File: config.mk
export PLATFORM = sky130hd
export DESIGN_NAME = execute_stage
export DESIGN_NICKNAME = d
export VERILOG_FILES = /design/src/hw/cpu_pkg.sv /design/src/hw/execute_stage.sv
export SDC_FILE = /design/constraint.sdc
export NUM_CORES = 1
export LEC_CHECK = 0
export BUFFER_PORTS_ARGS = -buffer_cell sky130_fd_sc_hd__buf_4
export CORE_ASPECT_RATIO = 1.4
export CORE_UTILIZATION = 56
export CTS_CLUSTER_SIZE = 8
export DETAILED_ROUTE_END_ITERATION = 6
export GPL_TIMING_DRIVEN = 0
export PLACE_DENSITY = 0.83
export SLEW_MARGIN = 10
export SYNTH_ARGS = -nofsm -noshare
export SYNTH_HDL_FRONTEND = slang
export SYNTH_SLANG_ARGS = --single-unit
File: constraint.sdc
create_clock -name clk -period 6 [get_ports clk]
set_clock_uncertainty 0.15 [all_clocks]
set_input_delay 0.6 -clock clk [delete_from_list [all_inputs] [get_ports clk]]
set_output_delay 0.6 -clock clk [all_outputs]
set_load 0.005 [all_outputs]
File: src/hw/cpu_pkg.sv
// CPU shared definitions: widths, MIPS opcodes, ALU operations and pipeline register types
package cpu_pkg;

   localparam int data_w      = 32;
   localparam int reg_addr_w  = 5;
   localparam int imem_addr_w = 9;
   localparam int dmem_addr_w = 10;

   // primary opcodes
   localparam logic [5:0] op_rtype = 6'h00;
   localparam logic [5:0] op_addi  = 6'h08;
   localparam logic [5:0] op_lw    = 6'h23;
   localparam logic [5:0] op_sw    = 6'h2b;

   // function field of R-type
   localparam logic [5:0] fn_add = 6'h20;
   localparam logic [5:0] fn_sub = 6'h22;
   localparam logic [5:0] fn_and = 6'h24;
   localparam logic [5:0] fn_or  = 6'h25;
   localparam logic [5:0] fn_slt = 6'h2a;

   typedef enum logic [2:0] {
      alu_add,
      alu_sub,
      alu_and,
      alu_or,
      alu_slt
   } alu_op_e;

   // external access to either memory, instruction memory uses the low address bits
   typedef struct packed {
      logic                   wen;
      logic                   ren;
      logic [dmem_addr_w-1:0] addr;
      logic [data_w-1:0]      wdata;
   } ext_port_t;

   typedef struct packed {
      logic              valid;
      logic [data_w-1:0] instr;
   } if_id_t;

   typedef struct packed {
      logic    reg_write;
      logic    mem_read;
      logic    mem_write;
      logic    use_imm;
      alu_op_e alu_op;
   } ctrl_t;

   typedef struct packed {
      ctrl_t                 ctrl;
      logic [reg_addr_w-1:0] rs;
      logic [reg_addr_w-1:0] rt;
      logic [reg_addr_w-1:0] dest;
      logic [data_w-1:0]     op_a;
      logic [data_w-1:0]     op_b;
      logic [data_w-1:0]     imm;
   } id_ex_t;

   typedef struct packed {
      logic                  reg_write;
      logic                  mem_read;
      logic                  mem_write;
      logic [reg_addr_w-1:0] dest;
      logic [data_w-1:0]     result;
      logic [data_w-1:0]     store_data;
   } ex_mem_t;

   typedef struct packed {
      logic                  wen;
      logic [reg_addr_w-1:0] dest;
      logic [data_w-1:0]     data;
   } wb_t;

endpackage

File: src/hw/execute_stage.sv
// Execute stage: operand forwarding, ALU and the EX/MEM register
module execute_stage
   import cpu_pkg::*;
(
   input  logic    clk,
   input  logic    reset,
   input  logic    enable,
   input  id_ex_t  id_ex,
   input  wb_t     wb,
   output ex_mem_t ex_mem
);

   logic [data_w-1:0] rs_val;
   logic [data_w-1:0] rt_val;
   logic [data_w-1:0] alu_b;
   logic [data_w-1:0] alu_out;
   ex_mem_t           ex_next;

   // nearest producer wins: EX/MEM first, then MEM/WB
   function automatic logic [data_w-1:0] forward(
      input logic [reg_addr_w-1:0] src,
      input logic [data_w-1:0]     reg_val
   );
      logic [data_w-1:0] val;
      if (ex_mem.reg_write && ex_mem.dest != '0 && ex_mem.dest == src) begin
         val = ex_mem.result;
      end else if (wb.wen && wb.dest != '0 && wb.dest == src) begin
         val = wb.data;
      end else begin
         val = reg_val;
      end
      return val;
   endfunction

   assign rs_val = forward(id_ex.rs, id_ex.op_a);
   assign rt_val = forward(id_ex.rt, id_ex.op_b);
   assign alu_b  = id_ex.ctrl.use_imm ? id_ex.imm : rt_val;

   always_comb begin
      case (id_ex.ctrl.alu_op)
         alu_add: alu_out = rs_val + alu_b;
         alu_sub: alu_out = rs_val - alu_b;
         alu_and: alu_out = rs_val & alu_b;
         alu_or:  alu_out = rs_val | alu_b;
         // signed compare
         alu_slt: alu_out = ($signed(rs_val) < $signed(alu_b)) ? data_w'(1) : '0;
         default: alu_out = '0;
      endcase
   end

   always_comb begin
      ex_next.reg_write  = id_ex.ctrl.reg_write;
      ex_next.mem_read   = id_ex.ctrl.mem_read;
      ex_next.mem_write  = id_ex.ctrl.mem_write;
      ex_next.dest       = id_ex.dest;
      ex_next.result     = alu_out;
      ex_next.store_data = rt_val;
   end

   always_ff @(posedge clk) begin
      if (reset) begin
         ex_mem <= '0;
      end else if (enable) begin
         ex_mem <= ex_next;
      end
   end

endmodule

Yosys cells after proc, flatten, opt, wreduce, memory -nomap -nowiden
Cells that the tools add are included.
{ "op_classes": {"addsub": 2, "order_cmp": 1, "n_eq_ne": 8, "n_mux": 7, "bitwise": 2, "n_reduce_logical": 9} }
{ "ops": {"columns": ["op", "count"], "rows": [
  ["32-bit two-way mux", 5],
  ["32-bit case mux with 5 select lines", 1],
  ["32-bit adder", 1],
  ["32-bit bitwise AND", 1],
  ["32-bit < comparator", 1],
  ["32-bit bitwise OR", 1],
  ["32-bit subtractor", 1],
  ["5-bit == test", 4],
  ["5-bit nonzero test", 2],
  ["3-bit by 2-bit == test with 1-bit output, second input constant", 2],
  ["1-bit logical AND", 6],
  ["3-bit by 1-bit == test with 1-bit output, second input constant", 1],
  ["3-bit == test, second input constant", 1],
  ["3-bit zero test", 1],
  ["1-bit two-way mux", 1]
]} }
{ "word_totals": {"regBits": 72, "inputBits": 159, "output_inout_bits": 72, "word_cells": 35} }

Logic depth before layout (Yosys ltp)
Gate-level depths: netlist of the first run.
{ "depth": {"word_depth": 9, "mapped_depth": 19, "mapped_depth_nobuf": 18} }

Worst setup path after synthesis of the first run
Ideal clock, no wire load.
{ "synth_path": {"kind": "in2reg", "from": "input wb[36] (netlist name)", "to": "register ex_mem[58] (netlist name)", "setup_time_ps": 126, "arrival_time_ps": 4438, "t_required_ps": 5724, "slack_ps": 1286, "path_stages": 18, "n_path_buf": 1, "path_cell_list": "xnor2_1 > nand3_1 > nor4_2 > buf_2 > mux2i_1 > o21ai_0 > mux2_2 > ha_1 > fa_1 > a211oi_1 > nor2_1 > o31ai_1 > and2_1 > o41ai_2 > a311oi_1 > o22a_1 > xnor2_1 > o21ai_0"} }
{ "synth_via": {"elab_chain_len": 8, "word_cells_on_any_way": 16, "classes_between": "add/sub (2); eq/ne (2); mux (6); bitwise (2); reduce/logical (4)"} }
{ "synth_rtl": {"columns": ["element", "line_no", "source"], "rows": [
  ["start: declaration", "execute_stage.sv:9", "input wb_t wb,"],
  ["5-bit nonzero test", "execute_stage.sv:27", "end else if (wb.wen && wb.dest != '0 && wb.dest == src) begin"],
  ["1-bit logical AND (2 in a row)", "execute_stage.sv:27", null],
  ["32-bit two-way mux", "execute_stage.sv:27", null],
  ["32-bit two-way mux", "execute_stage.sv:25", "if (ex_mem.reg_write && ex_mem.dest != '0 && ex_mem.dest == src) begin"],
  ["32-bit two-way mux", "execute_stage.sv:37", "assign alu_b = id_ex.ctrl.use_imm ? id_ex.imm : rt_val;"],
  ["32-bit subtractor (tied with other cells)", "execute_stage.sv:42", "alu_sub: alu_out = rs_val - alu_b;"],
  ["32-bit case mux with 5 select lines *", "execute_stage.sv:40", "case (id_ex.ctrl.alu_op)"],
  ["end signal: assignment", "execute_stage.sv:64", "ex_mem <= ex_next;"],
  ["end: declaration", "execute_stage.sv:10", "output ex_mem_t ex_mem"]
]} }
Every way passes the cells marked *; elsewhere a longest branch is shown, timed or not.
A chain may end at the register's enable or synchronous reset.

Worst setup path in the final report of the first run
{ "layout_path": {"from": "input wb[32] (netlist name)", "to": "register ex_mem[58] (netlist name)"} }
Same word-level chain as after synthesis.

==> flow_summary_export.csv, run 1 <==
group,metric,value,unit
power,leakagePower,5.14,nW
sta,finalCritPeriodShare,0.963,
clocking,clock-sinks,72,
drt,viasPerCell,6.31,
yosys,synth_top_area_cell,"dfxtp_1",
floorplan,die_h,154,µm
place,dp_cells,1693,
grt,track_usage,0.436,
final_layout,syn2layout_area_growth,25.2,%
final_layout,layout_common_cells,"buf_4, nand2_1, o21ai_0",
grt,grt_antenna_before_repair,0,
hold_path,hold_path_class,"in2reg",
sta,relSlewSlack,0.241,
drt,drc,0,
clocking,cts_root_buf,"clkbuf_16",
final_layout,largest_register_ffs,72,
yosys,ys_warn_count,0,
yosys,ys_seq_area_frac,0.156,
final_layout,nets,1771,
critical_path,max_stage_delay,0.48,ns
power,powerDensity,186,nW/µm²
power,peakVddDrop,166,µV
final_layout,antenna_cells,0,
yosys,ys_types,66,
final_layout,largestRegisters,"ex_mem (72)",
critical_path,startpoint_type,"input pin",
floorplan,core.rowCount,55,
floorplan,die_x,111,µm
outcome,outcome,"finished clean",
drt,wl_per_cell,22.2,µm
clocking,tritoncts,"built",
sta,hold_ws,0.331,ns
floorplan,coreArea,16200,µm²
grt,first_global_vias,10817,
yosys,synth_edf_count,0,
drt,dr.pass1.iters,6,
yosys,yosys_most_used_dff,"dfxtp_1",
critical_path,crit_fanout,10,
hold_path,holdCritStartpoint,"id_ex[96]",
sta,slew_viol_final,0,
yosys,ys_top_cells_by_area,"dfxtp_1, ha_1, mux2i_1",
final_layout,drive_gt1_frac,0.202,
clocking,cts_buffers,9,
drt,first_iter_violations,873,
sta,setup_viol_count_final,0,
sta,max_freq,173,MHz
floorplan,pin_count,231,
grt,grt_max_degree,14,
critical_path,r2r_setup_slack,0.28,ns
yosys,syn_avg_cell_area,7.31,µm²
drt,antenna_left,0,
drt,totalWireLength,38000,µm
final_layout,instances_no_fill,1709,
final_layout,top_register,"ex_mem",
yosys,synth_top_area_share,0.156,
critical_path,crit_type,"in2reg",
sta,hold_viol,0,
yosys,async_flop_share,0,
job,maxCapViolCount,0,
yosys,ys_ff_latch,72,
drt,detailroute.via_count,10782,
clocking,htree_levels,3,
clocking,cts_buffer_depth,2,
yosys,synthesis.nets,1533,
critical_path,cp.required,6.08,ns
critical_path,arrival,5.86,ns
critical_path,r2r_start,"ex_mem[68]",
critical_path,end_kind,"flip-flop",
clocking,clkLatencyLatePin,0.37,ns
clocking,cts.reportedPaths.clkPinSlew,0.07,ns
final_layout,n_fill_cell,1361,
place,portBuffers,226,
place,place_congestion,1.02,
yosys,syn_inst,1267,
grt,grt_first_pass_wirelength,57600,µm
grt,overflow,0,
critical_path,worstPathCellList,"buf_4 > xnor2_1 > nand3_1 > nor4_4 > buf_2 > mux2i_1 > o21ai_0 > mux2_2 > ha_1 > fa_1 > a211oi_1 > nor2_1 > o31ai_2 > and2_1 > o41ai_2 > a311oi_1 > o22a_1 > xnor2_1 > o21ai_0",
power,totalPowerFinal,2.16,mW
critical_path,crit_start,"wb[32]",
floorplan,initial_core_util,0.573,
final_layout,final_common_cell,"buf_4",
sta,post-route-min-period,5.78,ns
yosys,synth_area,9260,µm²
critical_path,crit_path_top_delay_cell,"fa_1",
sta,worst_slew_pin_slew,1.13,ns
floorplan,die_area,17100,µm²
place,dp_hpwl,29500,µm
critical path, delay by kind of cell:
kind            cells  cell delay (ns)
buf+inv             2             0.60
compound gates      7             1.90
simple gates        4             1.14
xor+xnor            2             0.29
fa+ha+maj           2             0.74
mux                 2             0.58
power by group:
group | switching (mW) | internal [mW] | leakage [nW] | total [mW]
clock | 0.266 | 0.410 | 0.167 | 0.676
combinational | 0.560 | 0.386 | 4.38 | 0.946
sequential | 0.0273 | 0.507 | 0.591 | 0.534
total | 0.853 | 1.30 | 5.14 | 2.16
area by class of cell:
type / instances / area (µm²) / share of cell area
clock buffers: 10 / 229 / 0.0197
repair buffers: 228 / 1710 / 0.148
well taps: 199 / 249 / 0.0215
clock inverters: 6 / 116 / 0.0100
plain buffers: 68 / 278 / 0.0239
multi-input cells: 1029 / 7210 / 0.622
flip-flops and latches: 72 / 1440 / 0.124
inverters: 97 / 364 / 0.0314
through the flow:
step           cell area, µm²  setup TNS (ns)  setup WS (ns)  utilization
4_1_cts                 11600               0         0.0968        0.716
5_1_grt                 11600        -0.00137       -0.00137        0.717
3_3_place_gp            11200           -6.62         -0.771        0.693
6_report                11600               0          0.220        0.717
3_5_place_dp            11200           -2.78         -0.587        0.694
2_1_floorplan            9260               0           1.29            -
Yosys cell counts (8+ instances only):
master	instances
a211oi_1	10
a21o_1	10
a21oi_1	88
a22oi_1	21
buf_2	12
clkbuf_1	51
dfxtp_1	72
ha_1	105
inv_1	90
mux2_2	29
mux2i_1	116
nand2_1	135
nand3_1	19
nand4_1	11
nor2_1	120
nor2b_1	12
nor3_1	28
o211ai_1	17
o21a_1	8
o21ai_0	125
o31ai_1	12
xnor2_1	35
xor2_1	13
path summary, 6_finish.rpt:
| path | to | depth (start not counted) |
|---|---|---|
| worst min-delay path | ex_mem[64] | 3 |
| worst max register to register | ex_mem[58] | 18 |
| worst min register to register | ex_mem[18] | 2 |
| worst max-delay path | ex_mem[58] | 19 |
kinds of logic after synthesis:
| kind of cell | synth area share |
|---|---|
| compound gates | 0.250 |
| flops | 0.156 |
| fa+ha+maj | 0.146 |
| xor+xnor | 0.0454 |
| simple gates | 0.174 |
| buf+inv | 0.0689 |
| mux | 0.161 |
per-layer routing:
metal  up-vias  GRT usage  wire, µm  share of wire
met3       176     0.0772      2870          0.076
met2       568      0.789     19100           0.50
li1       4989          -         -              -
met5         -          0         0              0
met1      5049      0.448     13300           0.35
met4         0      0.321      2730          0.072
repair_timing:
item	CTS	global route
hold buffers	0	0
resized for setup	2	11
pin swaps	0	1
setup endpoints to repair	6	8
setup buffers	0	1
Power figures use the tool's default switching activity.
==> run 2, diff against run 1 <==
- CTS_CLUSTER_DIAMETER: default -> 100
- PLACE_DENSITY: 0.83 -> default
- PLACE_DENSITY_LB_ADDON: default -> 0.1
- RECOVER_POWER: default -> 25
==> run 2 against run 1 <==
Against the previous run: core utilization down 0.26 points; register-to-register slack got worse by 0.13 ns; worst setup slack got worse by 0.067 ns; final area decreased by 0.36%; critical path type is now reg2reg.
==> flow_summary_export.csv, run 2 (synthesis gave the netlist of run 1 again) <==
group,metric,value,unit
critical_path,crit_type,"reg2reg",
power,peakVddDrop,130,µV
floorplan,die_area,17100,µm²
floorplan,initial_core_util,0.573,
sta,post-route-min-period,5.85,ns
clocking,cts_root_buf,"clkbuf_16",
clocking,clock-sinks,72,
sta,slew_viol_final,0,
place,dp_cells,1693,
drt,detailroute.via_count,10908,
grt,grt_antenna_before_repair,1,
clocking,cts-hold-fix-buffers,0,
drt,totalWireLength,38400,µm
sta,hold_viol,0,
sta,max_freq,171,MHz
drt,wl_per_cell,22.4,µm
clocking,htree_levels,3,
sta,rsz0062_at_grt,"false",
critical_path,end_kind,"flip-flop",
floorplan,die_h,154,µm
sta,fin_setup_tns,0,ns
drt,first_iter_violations,904,
floorplan,core.rowCount,55,
final_layout,layout_common_cells,"buf_4, nand2_1, o21ai_0",
sta,relSlewSlack,0.181,
critical_path,arrival,5.92,ns
final_layout,fin_util,0.715,
sta,setup_viol_count_final,0,
place,dp_hpwl,29900,µm
power,leakagePower,5.10,nW
final_layout,nets,1773,
place,portBuffers,226,
critical_path,worst_path_most_repeated_cell,"o21ai_0",
final_layout,syn2layout_area_growth,24.8,%
final_layout,regArea,1440,µm²
clocking,cts.reportedPaths.clkPinSlew,0.07,ns
final_layout,multi_input_area,7210,µm²
critical_path,startpoint_type,"flip-flop",
sta,worst_slew_pin_slew,1.22,ns
critical_path,r2r_setup_slack,0.15,ns
floorplan,pin_count,231,
clocking,tritoncts,"built",
final_layout,largest_register_ffs,72,
hold_path,hold_path_class,"in2reg",
place,place_congestion,0.996,
clocking,cts_buffers,9,
grt,grt_max_degree,14,
floorplan,die_x,111,µm
final_layout,largestRegisters,"ex_mem (72)",
final_layout,top_register,"ex_mem",
clocking,cts_buffer_depth,2,
power,powerDensity,179,nW/µm²
sta,finalCritPeriodShare,0.974,
grt,grt_first_pass_wirelength,58200,µm
final_layout,final_common_cell,"buf_4",
final_layout,instances_no_fill,1712,
grt,track_usage,0.438,
job,maxCapViolCount,0,
critical_path,max_stage_delay,0.52,ns
sta,hold_ws,0.328,ns
outcome,outcome,"finished clean",
floorplan,coreArea,16200,µm²
drt,viasPerCell,6.37,
critical_path,crit_fanout,10,
final_layout,drive_gt1_frac,0.201,
final_layout,n_fill_cell,1371,
critical_path,cp.required,6.08,ns
drt,dr.pass1.iters,7,
grt,overflow,0,
drt,drc,0,
clocking,clkLatencyLatePin,0.37,ns
critical_path,worstPathCellList,"or4_1 > o21ai_1 > nor4_4 > buf_4 > clkbuf_2 > nand2_1 > o21ai_0 > mux2_2 > ha_1 > fa_1 > a211oi_1 > nor2_1 > o31ai_2 > and2_1 > o41ai_2 > a311oi_1 > o22a_1 > xnor2_1 > o21ai_0",
drt,antenna_left,0,
power,totalPowerFinal,2.07,mW
grt,first_global_vias,10925,
critical_path,crit_path_top_delay_cell,"or4_1",
-- run 2: cell count changes in the layout (fill, tap and decap cells not counted), sizes merged --
cell      change
bufinv        -2
clkbuf       +37
clkinvlp      +1
clkinv        +1
diode         +1
buf          -35
-- run 2: metal layers --
metal / GRT usage / part of all wire / up-vias / wire length, µm
met5: 0 / 0 / - / 0
met4: 0.333 / 0.078 / 0 / 3000
met3: 0.0631 / 0.079 / 202 / 3030
met2: 0.792 / 0.50 / 658 / 19100
met1: 0.457 / 0.35 / 5063 / 13300
li1: - / - / 4985 / -
-- run 2: path summary, 6_finish.rpt --
| path | cells after the start | start | to |
|---|---|---|---|
| max reg2reg | 19 | ex_mem[68] | ex_mem[58] |
| min reg2reg | 2 | ex_mem[26] | ex_mem[26] |
| max | 19 | ex_mem[68] | ex_mem[58] |
| min | 3 | id_ex[100] | ex_mem[68] |
-- run 2: cell type report --
cell class              instances  area share
multi-input cells            1029       0.624
repair buffers                229       0.148
flip-flops and latches         72       0.125
inverters                      97      0.0315
plain buffers                  69      0.0244
well taps                     199      0.0215
clock buffers                  10      0.0198
clock inverters                 6     0.00595
diodes                          1    0.000216
-- run 2: report_power, final --
group          internal, mW  total (mW)  switching (mW)  leakage [nW]
Combinational         0.384       0.946           0.562          4.36
Sequential            0.507       0.534          0.0272         0.591
Clock                 0.325       0.586           0.261         0.143
Total                  1.22        2.07           0.850          5.10
-- run 2: what timing repair did --
action,CTS,global route
endpoints found under the setup margin,7,7
pin swaps,0,1
gates resized for setup,3,8
setup buffers,0,2
-- run 2: worst max-delay path: cells and delay by family (launching register included) --
| family | cells | cell delay [ns] |
|---|---|---|
| buffers and inverters | 2 | 0.48 |
| DFF | 1 | 0.36 |
| and+or+nand+nor | 5 | 1.31 |
| xor gates and xnor gates | 1 | 0.15 |
| adders and majority gates | 2 | 0.75 |
| AOI/OAI and AO/OA | 8 | 2.16 |
| muxes | 1 | 0.35 |
-- run 2: stage by stage --
stage,area (µm²),setup WS (ns)
floorplan,9260,1.29
global placement,11200,-0.810
detailed placement,11200,-0.566
CTS,11500,0.0235
global route,11600,0.0569
finish,11600,0.153
