--- config.mk ---
export PLATFORM = sky130hd
export DESIGN_NAME = decode_stage
export DESIGN_NICKNAME = d
export VERILOG_FILES = /design/src/hw/cpu_pkg.sv /design/src/hw/decode_stage.sv
export SDC_FILE = /design/constraint.sdc
export NUM_CORES = 1
export LEC_CHECK = 0
export BUFFER_PORTS_ARGS = -buffer_cell sky130_fd_sc_hd__buf_2
export CORE_UTILIZATION = 42
export CTS_BUF_LIST = sky130_fd_sc_hd__clkbuf_4
export CTS_CLUSTER_DIAMETER = 200
export DETAILED_ROUTE_END_ITERATION = 16
export PLACE_DENSITY = 0.7
export SETUP_SLACK_MARGIN = 0.4
export SLEW_MARGIN = 20
export SYNTH_ARGS = -nofsm -noshare
export SYNTH_HDL_FRONTEND = slang
export SYNTH_SLANG_ARGS = --single-unit
export TNS_END_PERCENT = 100
--- constraint.sdc ---
create_clock -name clk -period 3.3 [get_ports clk]
set_input_delay 0.165 -clock clk [delete_from_list [all_inputs] [get_ports clk]]
set_output_delay 0.165 -clock clk [all_outputs]
set_load 0.01 [all_outputs]
--- src/hw/cpu_pkg.sv ---
// CPU shared definitions: widths, MIPS opcodes, ALU operations and pipeline register types
package cpu_pkg;

   localparam int data_w      = 32;
   localparam int reg_addr_w  = 5;
   localparam int imem_addr_w = 9;
   localparam int dmem_addr_w = 10;

   // primary opcodes
   localparam logic [5:0] op_rtype = 6'h00;
   localparam logic [5:0] op_addi  = 6'h08;
   localparam logic [5:0] op_lw    = 6'h23;
   localparam logic [5:0] op_sw    = 6'h2b;

   // function field of R-type
   localparam logic [5:0] fn_add = 6'h20;
   localparam logic [5:0] fn_sub = 6'h22;
   localparam logic [5:0] fn_and = 6'h24;
   localparam logic [5:0] fn_or  = 6'h25;
   localparam logic [5:0] fn_slt = 6'h2a;

   typedef enum logic [2:0] {
      alu_add,
      alu_sub,
      alu_and,
      alu_or,
      alu_slt
   } alu_op_e;

   // external access to either memory, instruction memory uses the low address bits
   typedef struct packed {
      logic                   wen;
      logic                   ren;
      logic [dmem_addr_w-1:0] addr;
      logic [data_w-1:0]      wdata;
   } ext_port_t;

   typedef struct packed {
      logic              valid;
      logic [data_w-1:0] instr;
   } if_id_t;

   typedef struct packed {
      logic    reg_write;
      logic    mem_read;
      logic    mem_write;
      logic    use_imm;
      alu_op_e alu_op;
   } ctrl_t;

   typedef struct packed {
      ctrl_t                 ctrl;
      logic [reg_addr_w-1:0] rs;
      logic [reg_addr_w-1:0] rt;
      logic [reg_addr_w-1:0] dest;
      logic [data_w-1:0]     op_a;
      logic [data_w-1:0]     op_b;
      logic [data_w-1:0]     imm;
   } id_ex_t;

   typedef struct packed {
      logic                  reg_write;
      logic                  mem_read;
      logic                  mem_write;
      logic [reg_addr_w-1:0] dest;
      logic [data_w-1:0]     result;
      logic [data_w-1:0]     store_data;
   } ex_mem_t;

   typedef struct packed {
      logic                  wen;
      logic [reg_addr_w-1:0] dest;
      logic [data_w-1:0]     data;
   } wb_t;

endpackage

--- src/hw/decode_stage.sv ---
// Decode stage: instruction decode, register file, load-use detection and the ID/EX register
module decode_stage
   import cpu_pkg::*;
(
   input  logic   clk,
   input  logic   reset,
   input  logic   enable,
   input  if_id_t if_id,
   input  wb_t    wb,
   output id_ex_t id_ex,
   output logic   data_stall
);

   logic [data_w-1:0]     regs [2**reg_addr_w];
   logic [5:0]            opcode;
   logic [5:0]            funct;
   logic [reg_addr_w-1:0] rs;
   logic [reg_addr_w-1:0] rt;
   logic [reg_addr_w-1:0] rd;
   logic [reg_addr_w-1:0] dest;
   ctrl_t                 ctrl;
   id_ex_t                id_next;

   assign opcode = if_id.instr[31:26];
   assign rs     = if_id.instr[25:21];
   assign rt     = if_id.instr[20:16];
   assign rd     = if_id.instr[15:11];
   assign funct  = if_id.instr[5:0];

   // unsupported opcodes and function codes leave every control low
   always_comb begin
      ctrl = '0;
      dest = '0;
      if (if_id.valid) begin
         case (opcode)
            op_rtype: begin
               dest           = rd;
               ctrl.reg_write = 1'b1;
               case (funct)
                  fn_add:  ctrl.alu_op = alu_add;
                  fn_sub:  ctrl.alu_op = alu_sub;
                  fn_and:  ctrl.alu_op = alu_and;
                  fn_or:   ctrl.alu_op = alu_or;
                  fn_slt:  ctrl.alu_op = alu_slt;
                  default: ctrl.reg_write = 1'b0;
               endcase
            end
            op_addi: begin
               dest           = rt;
               ctrl.reg_write = 1'b1;
               ctrl.use_imm   = 1'b1;
            end
            op_lw: begin
               dest           = rt;
               ctrl.reg_write = 1'b1;
               ctrl.mem_read  = 1'b1;
               ctrl.use_imm   = 1'b1;
            end
            op_sw: begin
               ctrl.mem_write = 1'b1;
               ctrl.use_imm   = 1'b1;
            end
            default: ctrl = '0;
         endcase
      end
   end

   always_ff @(posedge clk) begin
      if (enable && wb.wen && wb.dest != '0) begin
         regs[wb.dest] <= wb.data;
      end
   end

   // r0 reads zero, a write in the same cycle reads back as the new value
   function automatic logic [data_w-1:0] read_reg(input logic [reg_addr_w-1:0] addr);
      logic [data_w-1:0] val;
      if (addr == '0) begin
         val = '0;
      end else if (wb.wen && wb.dest == addr) begin
         val = wb.data;
      end else begin
         val = regs[addr];
      end
      return val;
   endfunction

   // load in EX feeding the instruction in decode
   assign data_stall = if_id.valid && id_ex.ctrl.mem_read && id_ex.dest != '0 &&
                       (id_ex.dest == rs || id_ex.dest == rt);

   always_comb begin
      id_next.ctrl = ctrl;
      id_next.rs   = rs;
      id_next.rt   = rt;
      id_next.dest = dest;
      id_next.op_a = read_reg(rs);
      id_next.op_b = read_reg(rt);
      id_next.imm  = {{16{if_id.instr[15]}}, if_id.instr[15:0]};
   end

   always_ff @(posedge clk) begin
      if (reset) begin
         id_ex <= '0;
      end else if (enable) begin
         if (data_stall) begin
            id_ex <= '0;
         end else begin
            id_ex <= id_next;
         end
      end
   end

endmodule

== Word-level counts from Yosys, hierarchy flattened ==
Memories as Yosys holds them, arrays and structs flattened.
Index checks and enable logic that the tools add are counted.
Cells by class
  mux-type cells: 17
  reduce and logical (&&, ||, !) cells: 16
  eq/ne operators: 12
Operators with widths (number)
  $mux W32: 4
  $mux W118: 1
  $eq A6 B6 Y1 const B: 7
  $eq A5 B5 Y1: 4
  $pmux W3 S4: 1
  $logic_not A5 Y1: 2
  $pmux W5 S2: 1
  $reduce_bool A5 Y1: 2
  $logic_and A1 B1 Y1: 7
  $mux W7: 1
  $eq A6 B4 Y1 const B: 1
  $logic_not A6 Y1: 1
  $mux W1: 6
  $mux W5: 1
  $reduce_or A5 Y1: 1
  $mux W3: 1
  $reduce_or A3 Y1: 1
  $pmux W1 S2: 1
  $reduce_or A2 Y1: 1
  $logic_or A1 B1 Y1: 1
Storage, ports and cells
  input port bits: 74
  RAM bits: 1024
  bits in registers: 118
  memories kept: 1
  logic and storage cells: 57
  output and inout bits: 119
Memories
  regs: words 32, bits a word 32, rd ports 2, clocked after Yosys merged registers in 0, write ports 1, line decode_stage.sv:14  | logic [data_w-1:0] regs [2**reg_addr_w];

== Depth between registers and ports, before layout ==
Gate-level depths: netlist of run 1.
  depth after elaboration: 6
  mapped depth: 10

== Worst setup path before layout of run 1 ==
Ideal clock, no wire load.
  path type: input-to-reg
  start point: input port enable
  end point: memory regs[28][0], enable pin
  slack: 0.711 ns
  arrival: 2.168 ns
  cell stages on the path: 4
  required time: 2.879 ns
  path through: clkbuf_1 -> and3_1 -> nand3_1 -> nor2_1
On the way
  longest elaborated chain between the ends: 4
Ends and longest elaborated chain
  start: declaration: line decode_stage.sv:7  | input logic enable,
  $logic_and A1 B1 Y1 (2 in series): line decode_stage.sv:69  | if (enable && wb.wen && wb.dest != '0) begin
  $mux W1: line decode_stage.sv:69
  $mux W1 (not written as such): line decode_stage.sv:70  | regs[wb.dest] <= wb.data;
  end: declaration: line decode_stage.sv:14
No other way between the ends.

== Worst setup path after layout of run 1 ==
  start point: input port if_id[21] (netlist bit)
  end point: register id_ex[85] (netlist bit)
On the way
  longest elaborated chain between the ends: 5
  elaborated cells between the ends (all ways): 10
Ends and longest elaborated chain
  start: declaration: line decode_stage.sv:8  | input if_id_t if_id,
  branches (longest 4 deep; another with $mem_v2 Z32 W32)
  $mux W118 *: line decode_stage.sv:105  | if (data_stall) begin
  end signal: assignment: line decode_stage.sv:108  | id_ex <= id_next;
  end: declaration: line decode_stage.sv:10  | output id_ex_t id_ex,
Mark *: on every way between the ends.
A chain may end at the register's enable or synchronous reset.

==> results of run 1 <==
stage by stage:
step	cells	worst slack, ps
6_report	5128	469
5_1_grt	5128	404
4_1_cts	5121	386
3_5_place_dp	4419	609
3_3_place_gp	4419	667
2_1_floorplan	2704	711
power by group through the flow:
stage               Combinational, mW  Sequential (mW)  Clock (mW)
finish                           2.80             15.9        12.0
global route                     2.95             15.9        12.8
CTS                              2.77             15.9        12.2
detailed placement               2.57             16.2           0
global placement                 2.54             16.2           0
floorplan                        1.64             16.2           0
cell families after synthesis:
| group | count (synthesis) |
|---|---|
| AO/OA/AOI/OAI | 323 |
| XOR/XNOR | 20 |
| buffers and inverters | 242 |
| flip-flops | 1126 |
| multiplexers | 746 |
| other | 1 |
| AND/OR/NAND/NOR | 215 |
cells in the mapped netlist (3+ instances only):
master     count  area, µm²
a32oi_1       32        280
nand3_1       35        175
o21ai_1       59        295
inv_1          7       26.3
nand2b_1      43        269
nand4_1       12       75.1
a31oi_1       12       75.1
dfxtp_1      102       2040
xnor2_1       12        105
nor2_1        45        169
mux4_2       524      11800
edfxtp_1    1024      30700
buf_6         14        158
a21oi_1       66        330
buf_2         76        380
nor3_1         5       25.0
buf_4         36        270
mux2i_1      158       1580
nand2_1       15       56.3
a2111oi_0      3       26.3
o22ai_1       61        382
nor4_1         4       25.0
clkbuf_1      86        323
o211ai_1       6       45.0
and2_1        31        194
a221oi_1      37        324
mux2_2        64        721
buf_8          3       45.0
buf_1         19       71.3
a221o_1        5       50.1
a22oi_1       37        278
xor2_1         8       70.1
nor2b_1       11       68.8
or3_1          3       18.8
worst register-to-register path, delay by kind of cell (launching register included):
kind | cells | cell delay [ps]
AO/OA/AOI/OAI | 2 | 550
AND/OR/NAND/NOR | 3 | 630
flip-flops | 1 | 370
buffers and inverters | 3 | 1150
sequential cells by signal, summed over array words and instances, names as in the netlist:
name   cells
id_ex    102
regs    1024
metal layers:
metal	wire (µm)	part of all wire [%]
met1	56800	36
met2	73400	47
met3	19700	13
met4	6230	4.0
met5	39	0.025
layout by cell type, fill, tap and decap left out, types with 35 or more instances in the layout:
master,n
buf_2,184
clkbuf_4,446
dfxtp_1,99
a221oi_1,37
nand3_1,35
clkinv_1,40
a21oi_1,66
mux2_2,64
o21ai_1,59
nand2b_1,41
buf_4,111
dlygate4sd3_1,190
edfxtp_1,1024
a22oi_1,37
mux4_2,524
o22ai_1,60
mux2i_1,158
worst min-delay path by stage:
| stage | cells past startpoint | to | start | slack, ps |
|---|---|---|---|---|
| after floorplan | 0 | regs[0][0] | wb[0] | 260 |
| after global placement | 3 | id_ex[9] | if_id[9] | 440 |
| after global routing | 2 | regs[26][1] | wb[1] | 70 |
| after detailed placement | 3 | id_ex[9] | if_id[9] | 450 |
| final | 2 | regs[26][1] | wb[1] | 80 |
| after CTS | 2 | regs[23][24] | wb[24] | 2 |
layout make-up:
class,instances,area share [%]
inverters,7,0.0472
repair buffers,526,7.30
diodes,6,0.0246
clock inverters,56,0.490
well taps,1625,3.33
flip-flops and latches,1126,53.8
clock buffers,446,5.49
multi-input cells,1336,29.6
timing repair:
action	CTS	global route
gates cloned	2	0
pin swaps	3	2
endpoints found under the setup margin	1	4
setup buffers	6	1
hold buffers	192	0
endpoints found under the hold margin	1434	0
resized for setup	15	4
==> results.yml, run 1 <==
run_status:
  status: "completed"
worst_setup_path:
  worst_path_most_repeated_cell: "dlygate4sd3_1"
  crit_buf_inv: 5
  crit_path_start_kind: "primary input"
  reg2reg_slack_ps: 510
  slowest_stage: "dlygate4sd3_1"
  r2r-start: "id_ex[96]"
  max_stage_delay_ps: 680
  cp.arrival_ps: 3960
  crit_cells: 11
  reg2reg_to: "id_ex[8]"
  crit_family: "buffers and inverters"
  crit_chain: "dlygate4sd3_1 -> buf_6 -> xor2_1 -> nor4_1 -> nand3_1 -> dlygate4sd3_1 -> a211oi_4 -> buf_12 -> a32oi_1 -> o21ai_1 -> dlygate4sd3_1"
  crit_required_ps: 4430
  endpoint: "id_ex[85]"
  critPathKind: "in -> reg"
  end_kind: "flop"
  r2r_cells: 8
  setup.worst_path.start: "if_id[21]"
  cp_max_fo: 32
clocking:
  path_clk_slew_ps: 80
  cts_sinks: 1126
  cts.htree.levels: 5
  cts_root_buf: "clkbuf_4"
  cts_buffers: 297
  clk-insertion-delay-late_ps: 1220
  cts_tree: "yes"
  clk_path_buf_depth: 4
power:
  vdd_drop_max_mv: 0.365
  swShare_pct: 23.7
  p_int_mw: 23.4
  leakagePower_nw: 20.4
  p_seq_share_pct: 51.9
  p_sw_mw: 7.29
  comb_power_share_pct: 9.1
  p_per_area_nw_per_um2: 503
  clockPowerShare_pct: 39.0
  power_mw: 30.7
logic_synthesis:
  synth_cell_types: 49
  synth-compound-area-share_pct: 4.16
  synthMuxAreaShare_pct: 27.3
  syn_area_um2: 51700
  ys_seq_area_share_pct: 63.5
  yosys_warnings: 0
  yosys.area_share.xor_xnor_pct: 0.339
  synth-adder-area-share_pct: 0
  synth-seq-cells: 1126
  ys.flop_type: "edfxtp_1"
  synth_top_family_by_area: "multiplexers"
  syn_avg_cell_area_um2: 19.3
  ys_async_sr_fraction_pct: 0
  synthCells: 2673
  synth_edf_count: 1024
  yosys.area_share.simple_pct: 2.24
floorplanning:
  die-area_um2: 124000
  initial_utilization_pct: 42.4
  die_w_um: 353
  ioPinCount: 193
  die_h_um: 353
  core_area_um2: 122000
  placement_rows: 128
sta:
  worst_slew_pin_slew_ps: 1090
  tns_ps: 0
  finClkSkew_ps: 85.3
  hold_viol_final: 0
  setup_viol: 0
  max_slew_margin_pct: 27.1
  fin_hold_ws_ps: 83.5
  fmax_ghz: 0.353
  rsz0062_at_grt: "false"
  fin_crit_sh_pct: 85.8
  fin_crit_ps: 2830
  slew_viol_final: 0
placed_design:
  hpwlAfterDp_mm: 88.5
  port_buffers: 192
  globalplace.congestion: 0.845
  place_area_um2: 55200
grt:
  grt_pass1_wl_mm: 223
  grt.met1_usage_pct: 32.4
  grt_pass1_vias: 32700
  grt_max_degree: 68
  gr-usage-all-layers_pct: 25.0
  grt-ovfl-total: 0
  top_usage_layer: "met2"
  use_met2_pct: 39.2
  grt_util_met3_pct: 7.11
  antenna_found_initial: 15
route:
  avgRoutedWirePerCell_um: 30.5
  postRouteAntennaNets: 0
  dr.pass1.iters: 6
  avgViaCountPerCell: 6.27
  route.detailed.drc: 0
  vias: 32200
  wl_mm: 156
  first_iter_violations: 4611
layout:
  design_area_um2: 61000
  area_growth_pct: 18.1
  multi_input_area_um2: 18000
  final_net_count: 3368
  fillers: 9824
  drive_gt1_share_pct: 41.1
  seqCellArea_um2: 32800
  final_core_util_pct: 50.1
flow_run:
  max_cap_violations: 0
min_path:
  hp-class: "in -> reg"
Power figures use the tool's default switching activity.
==> inputs of run 2 (changes only) <==
--- a/config.mk
+++ b/config.mk
@@ -6,11 +6,11 @@
 export NUM_CORES = 1
 export LEC_CHECK = 0
 export BUFFER_PORTS_ARGS = -buffer_cell sky130_fd_sc_hd__buf_2
-export CORE_UTILIZATION = 42
+export CORE_UTILIZATION = 36
 export CTS_BUF_LIST = sky130_fd_sc_hd__clkbuf_4
-export CTS_CLUSTER_DIAMETER = 200
+export CTS_CLUSTER_DIAMETER = 60
 export DETAILED_ROUTE_END_ITERATION = 16
-export PLACE_DENSITY = 0.7
+export PLACE_DENSITY = 0.63
 export SETUP_SLACK_MARGIN = 0.4
 export SLEW_MARGIN = 20
 export SYNTH_ARGS = -nofsm -noshare
==> run 2 against run 1 <==
Clock skew up 18 ps. Flip-flop and latch count unchanged. Largest cell class unchanged. Via count about the same. Highest routed layer unchanged. Largest power group unchanged. First-iteration DRC count down 19%.
==> results.yml, run 2 (synthesized netlist as in run 1, its figures left out) <==
run_status:
  status: "completed"
layout:
  regMostFlops: "regs"
  reg_top3: "regs x1024, id_ex x102"
  area_growth_pct: 19.3
  layout_common_cells: "edfxtp_1, mux4_2, clkbuf_4"
  multi_input_area_um2: 18100
  seqCellArea_um2: 32800
  final_common_cell: "edfxtp_1"
  fillers: 12400
  largest_register_ffs: 1024
  drive_gt1_share_pct: 41.0
  final_net_count: 3386
grt:
  grt_pass1_wl_mm: 234
  grt-ovfl-total: 0
  grt_max_degree: 76
  antenna_found_initial: 7
  gr-usage-all-layers_pct: 22.3
  grt_pass1_vias: 33300
power:
  clockPowerShare_pct: 39.1
  leakagePower_nw: 20.5
  p_int_mw: 23.4
  power_mw: 30.8
  comb_power_share_pct: 9.3
  p_seq_share_pct: 51.7
  vdd_drop_max_mv: 0.326
  p_sw_mw: 7.42
  p_per_area_nw_per_um2: 500
  swShare_pct: 24.1
sta:
  setup_viol: 0
  fin_crit_ps: 2860
  tns_ps: 0
  fin_crit_sh_pct: 86.8
  fmax_ghz: 0.349
  rsz0062_at_grt: "true"
  hold_viol_final: 0
  finClkSkew_ps: 104
  slew_viol_final: 0
  max_slew_margin_pct: 26.1
  worst_slew_pin_slew_ps: 1100
min_path:
  hp-class: "in -> reg"
worst_setup_path:
  reg2reg_to: "id_ex[59]"
  cp.arrival_ps: 3940
  crit_chain: "mux4_2 -> mux2i_4 -> o211ai_1 -> a221oi_2 -> dlygate4sd3_1 -> nor3_1 -> dlygate4sd3_1"
  r2r-start: "regs[22][27]"
  crit_buf_inv: 2
  crit_required_ps: 4380
  endpoint: "id_ex[59]"
  slowest_stage: "dlygate4sd3_1"
  cp_max_fo: 2
  setup.worst_path.start: "regs[22][27]"
  crit_cells: 7
  max_stage_delay_ps: 590
  reg2reg_slack_ps: 440
  r2r_cells: 7
  crit_path_start_kind: "flop"
  end_kind: "flop"
  crit_family: "buffers and inverters"
  worst_path_most_repeated_cell: "dlygate4sd3_1"
  critPathKind: "reg -> reg"
placed_design:
  hpwlAfterDp_mm: 90.7
  port_buffers: 192
  globalplace.congestion: 0.803
floorplanning:
  core_area_um2: 142000
  die_h_um: 381
  initial_utilization_pct: 36.4
  ioPinCount: 193
  placement_rows: 138
  die_w_um: 381
  die-area_um2: 145000
clocking:
  cts_sinks: 1126
  clk-insertion-delay-late_ps: 1210
  clk_path_buf_depth: 4
  cts.htree.levels: 5
  cts_tree: "yes"
  cts_buffers: 309
  cts_root_buf: "clkbuf_4"
  path_clk_slew_ps: 70
route:
  route.detailed.drc: 0
  avgRoutedWirePerCell_um: 30.1
  first_iter_violations: 3729
  dr.pass1.iters: 6
  vias: 32200
  avgViaCountPerCell: 5.94
  postRouteAntennaNets: 0
  wl_mm: 163
flow_run:
  max_cap_violations: 0
## run 2: changes by cell type in the layout (fill, tap and decap cells not counted), moves of 3 or more
| cell | change |
|---|---|
| clkinv_2 | +5 |
| mux2i_2 | +3 |
| clkinv_1 | +20 |
| buf_4 | -14 |
| dlygate4sd3_1 | +7 |
| buf_12 | +8 |
| mux2i_1 | -5 |
## run 2: worst min path at each step
| stage | from | endpoint | depth (start not counted) |
|---|---|---|---|
| floorplan | wb[0] | regs[0][0] | 0 |
| global placement | if_id[10] | id_ex[10] | 3 |
| detailed placement | if_id[7] | id_ex[7] | 3 |
| CTS | wb[19] | regs[5][19] | 2 |
| global route | wb[19] | regs[3][19] | 2 |
| finish | wb[19] | regs[5][19] | 2 |
## run 2: cell type report
cell class / count / share of cell area, %
Sequential cell: 1126 / 53.2
Multi-Input combinational cell: 1336 / 29.3
Timing Repair Buffer: 532 / 7.53
Clock buffer: 444 / 5.41
Tap cell: 1890 / 3.84
Clock inverter: 80 / 0.599
Inverter: 7 / 0.0467
Antenna cell: 8 / 0.0325
## run 2: repair_timing
action | in CTS | in global routing
pin swaps | 3 | 3
setup buffers | 4 | 1
hold buffers | 202 | 1
cloned | 2 | 0
setup endpoints to repair | 1 | 8
gates resized for setup | 15 | 15
endpoints found under the hold margin | 1668 | 4
## run 2: power by group through the flow
| stage | clock, mW | sequential, mW | combinational (mW) |
|---|---|---|---|
| 2_1_floorplan | 0 | 16.2 | 1.64 |
| 3_3_place_gp | 0 | 16.2 | 2.61 |
| 3_5_place_dp | 0 | 16.2 | 2.62 |
| 4_1_cts | 12.3 | 15.9 | 2.84 |
| 5_1_grt | 13.0 | 15.9 | 3.01 |
| 6_report | 12.0 | 15.9 | 2.86 |
## run 2: per-layer routing
layer / track usage [%] / part of all wire, % / vias to the layer above
met3: 4.93 / 9.4 / 323
met2: 36.7 / 49 / 1866
met1: 29.1 / 39 / 17100
li1: - / - / 13000
met4: 7.86 / 2.9 / 2
met5: 0 / 0.0080 / -
## run 2: through the flow
step	hold WS [ps]	std cells	utilization [%]	setup slack, ps	area, µm²
5_1_grt	52.6	5422	43.4	306	61600
3_3_place_gp	442	4682	39.2	637	55700
2_1_floorplan	264	2704	-	711	51800
4_1_cts	4.76	5414	43.4	399	61500
6_report	116	5423	43.4	435	61600
3_5_place_dp	446	4682	39.2	658	55700
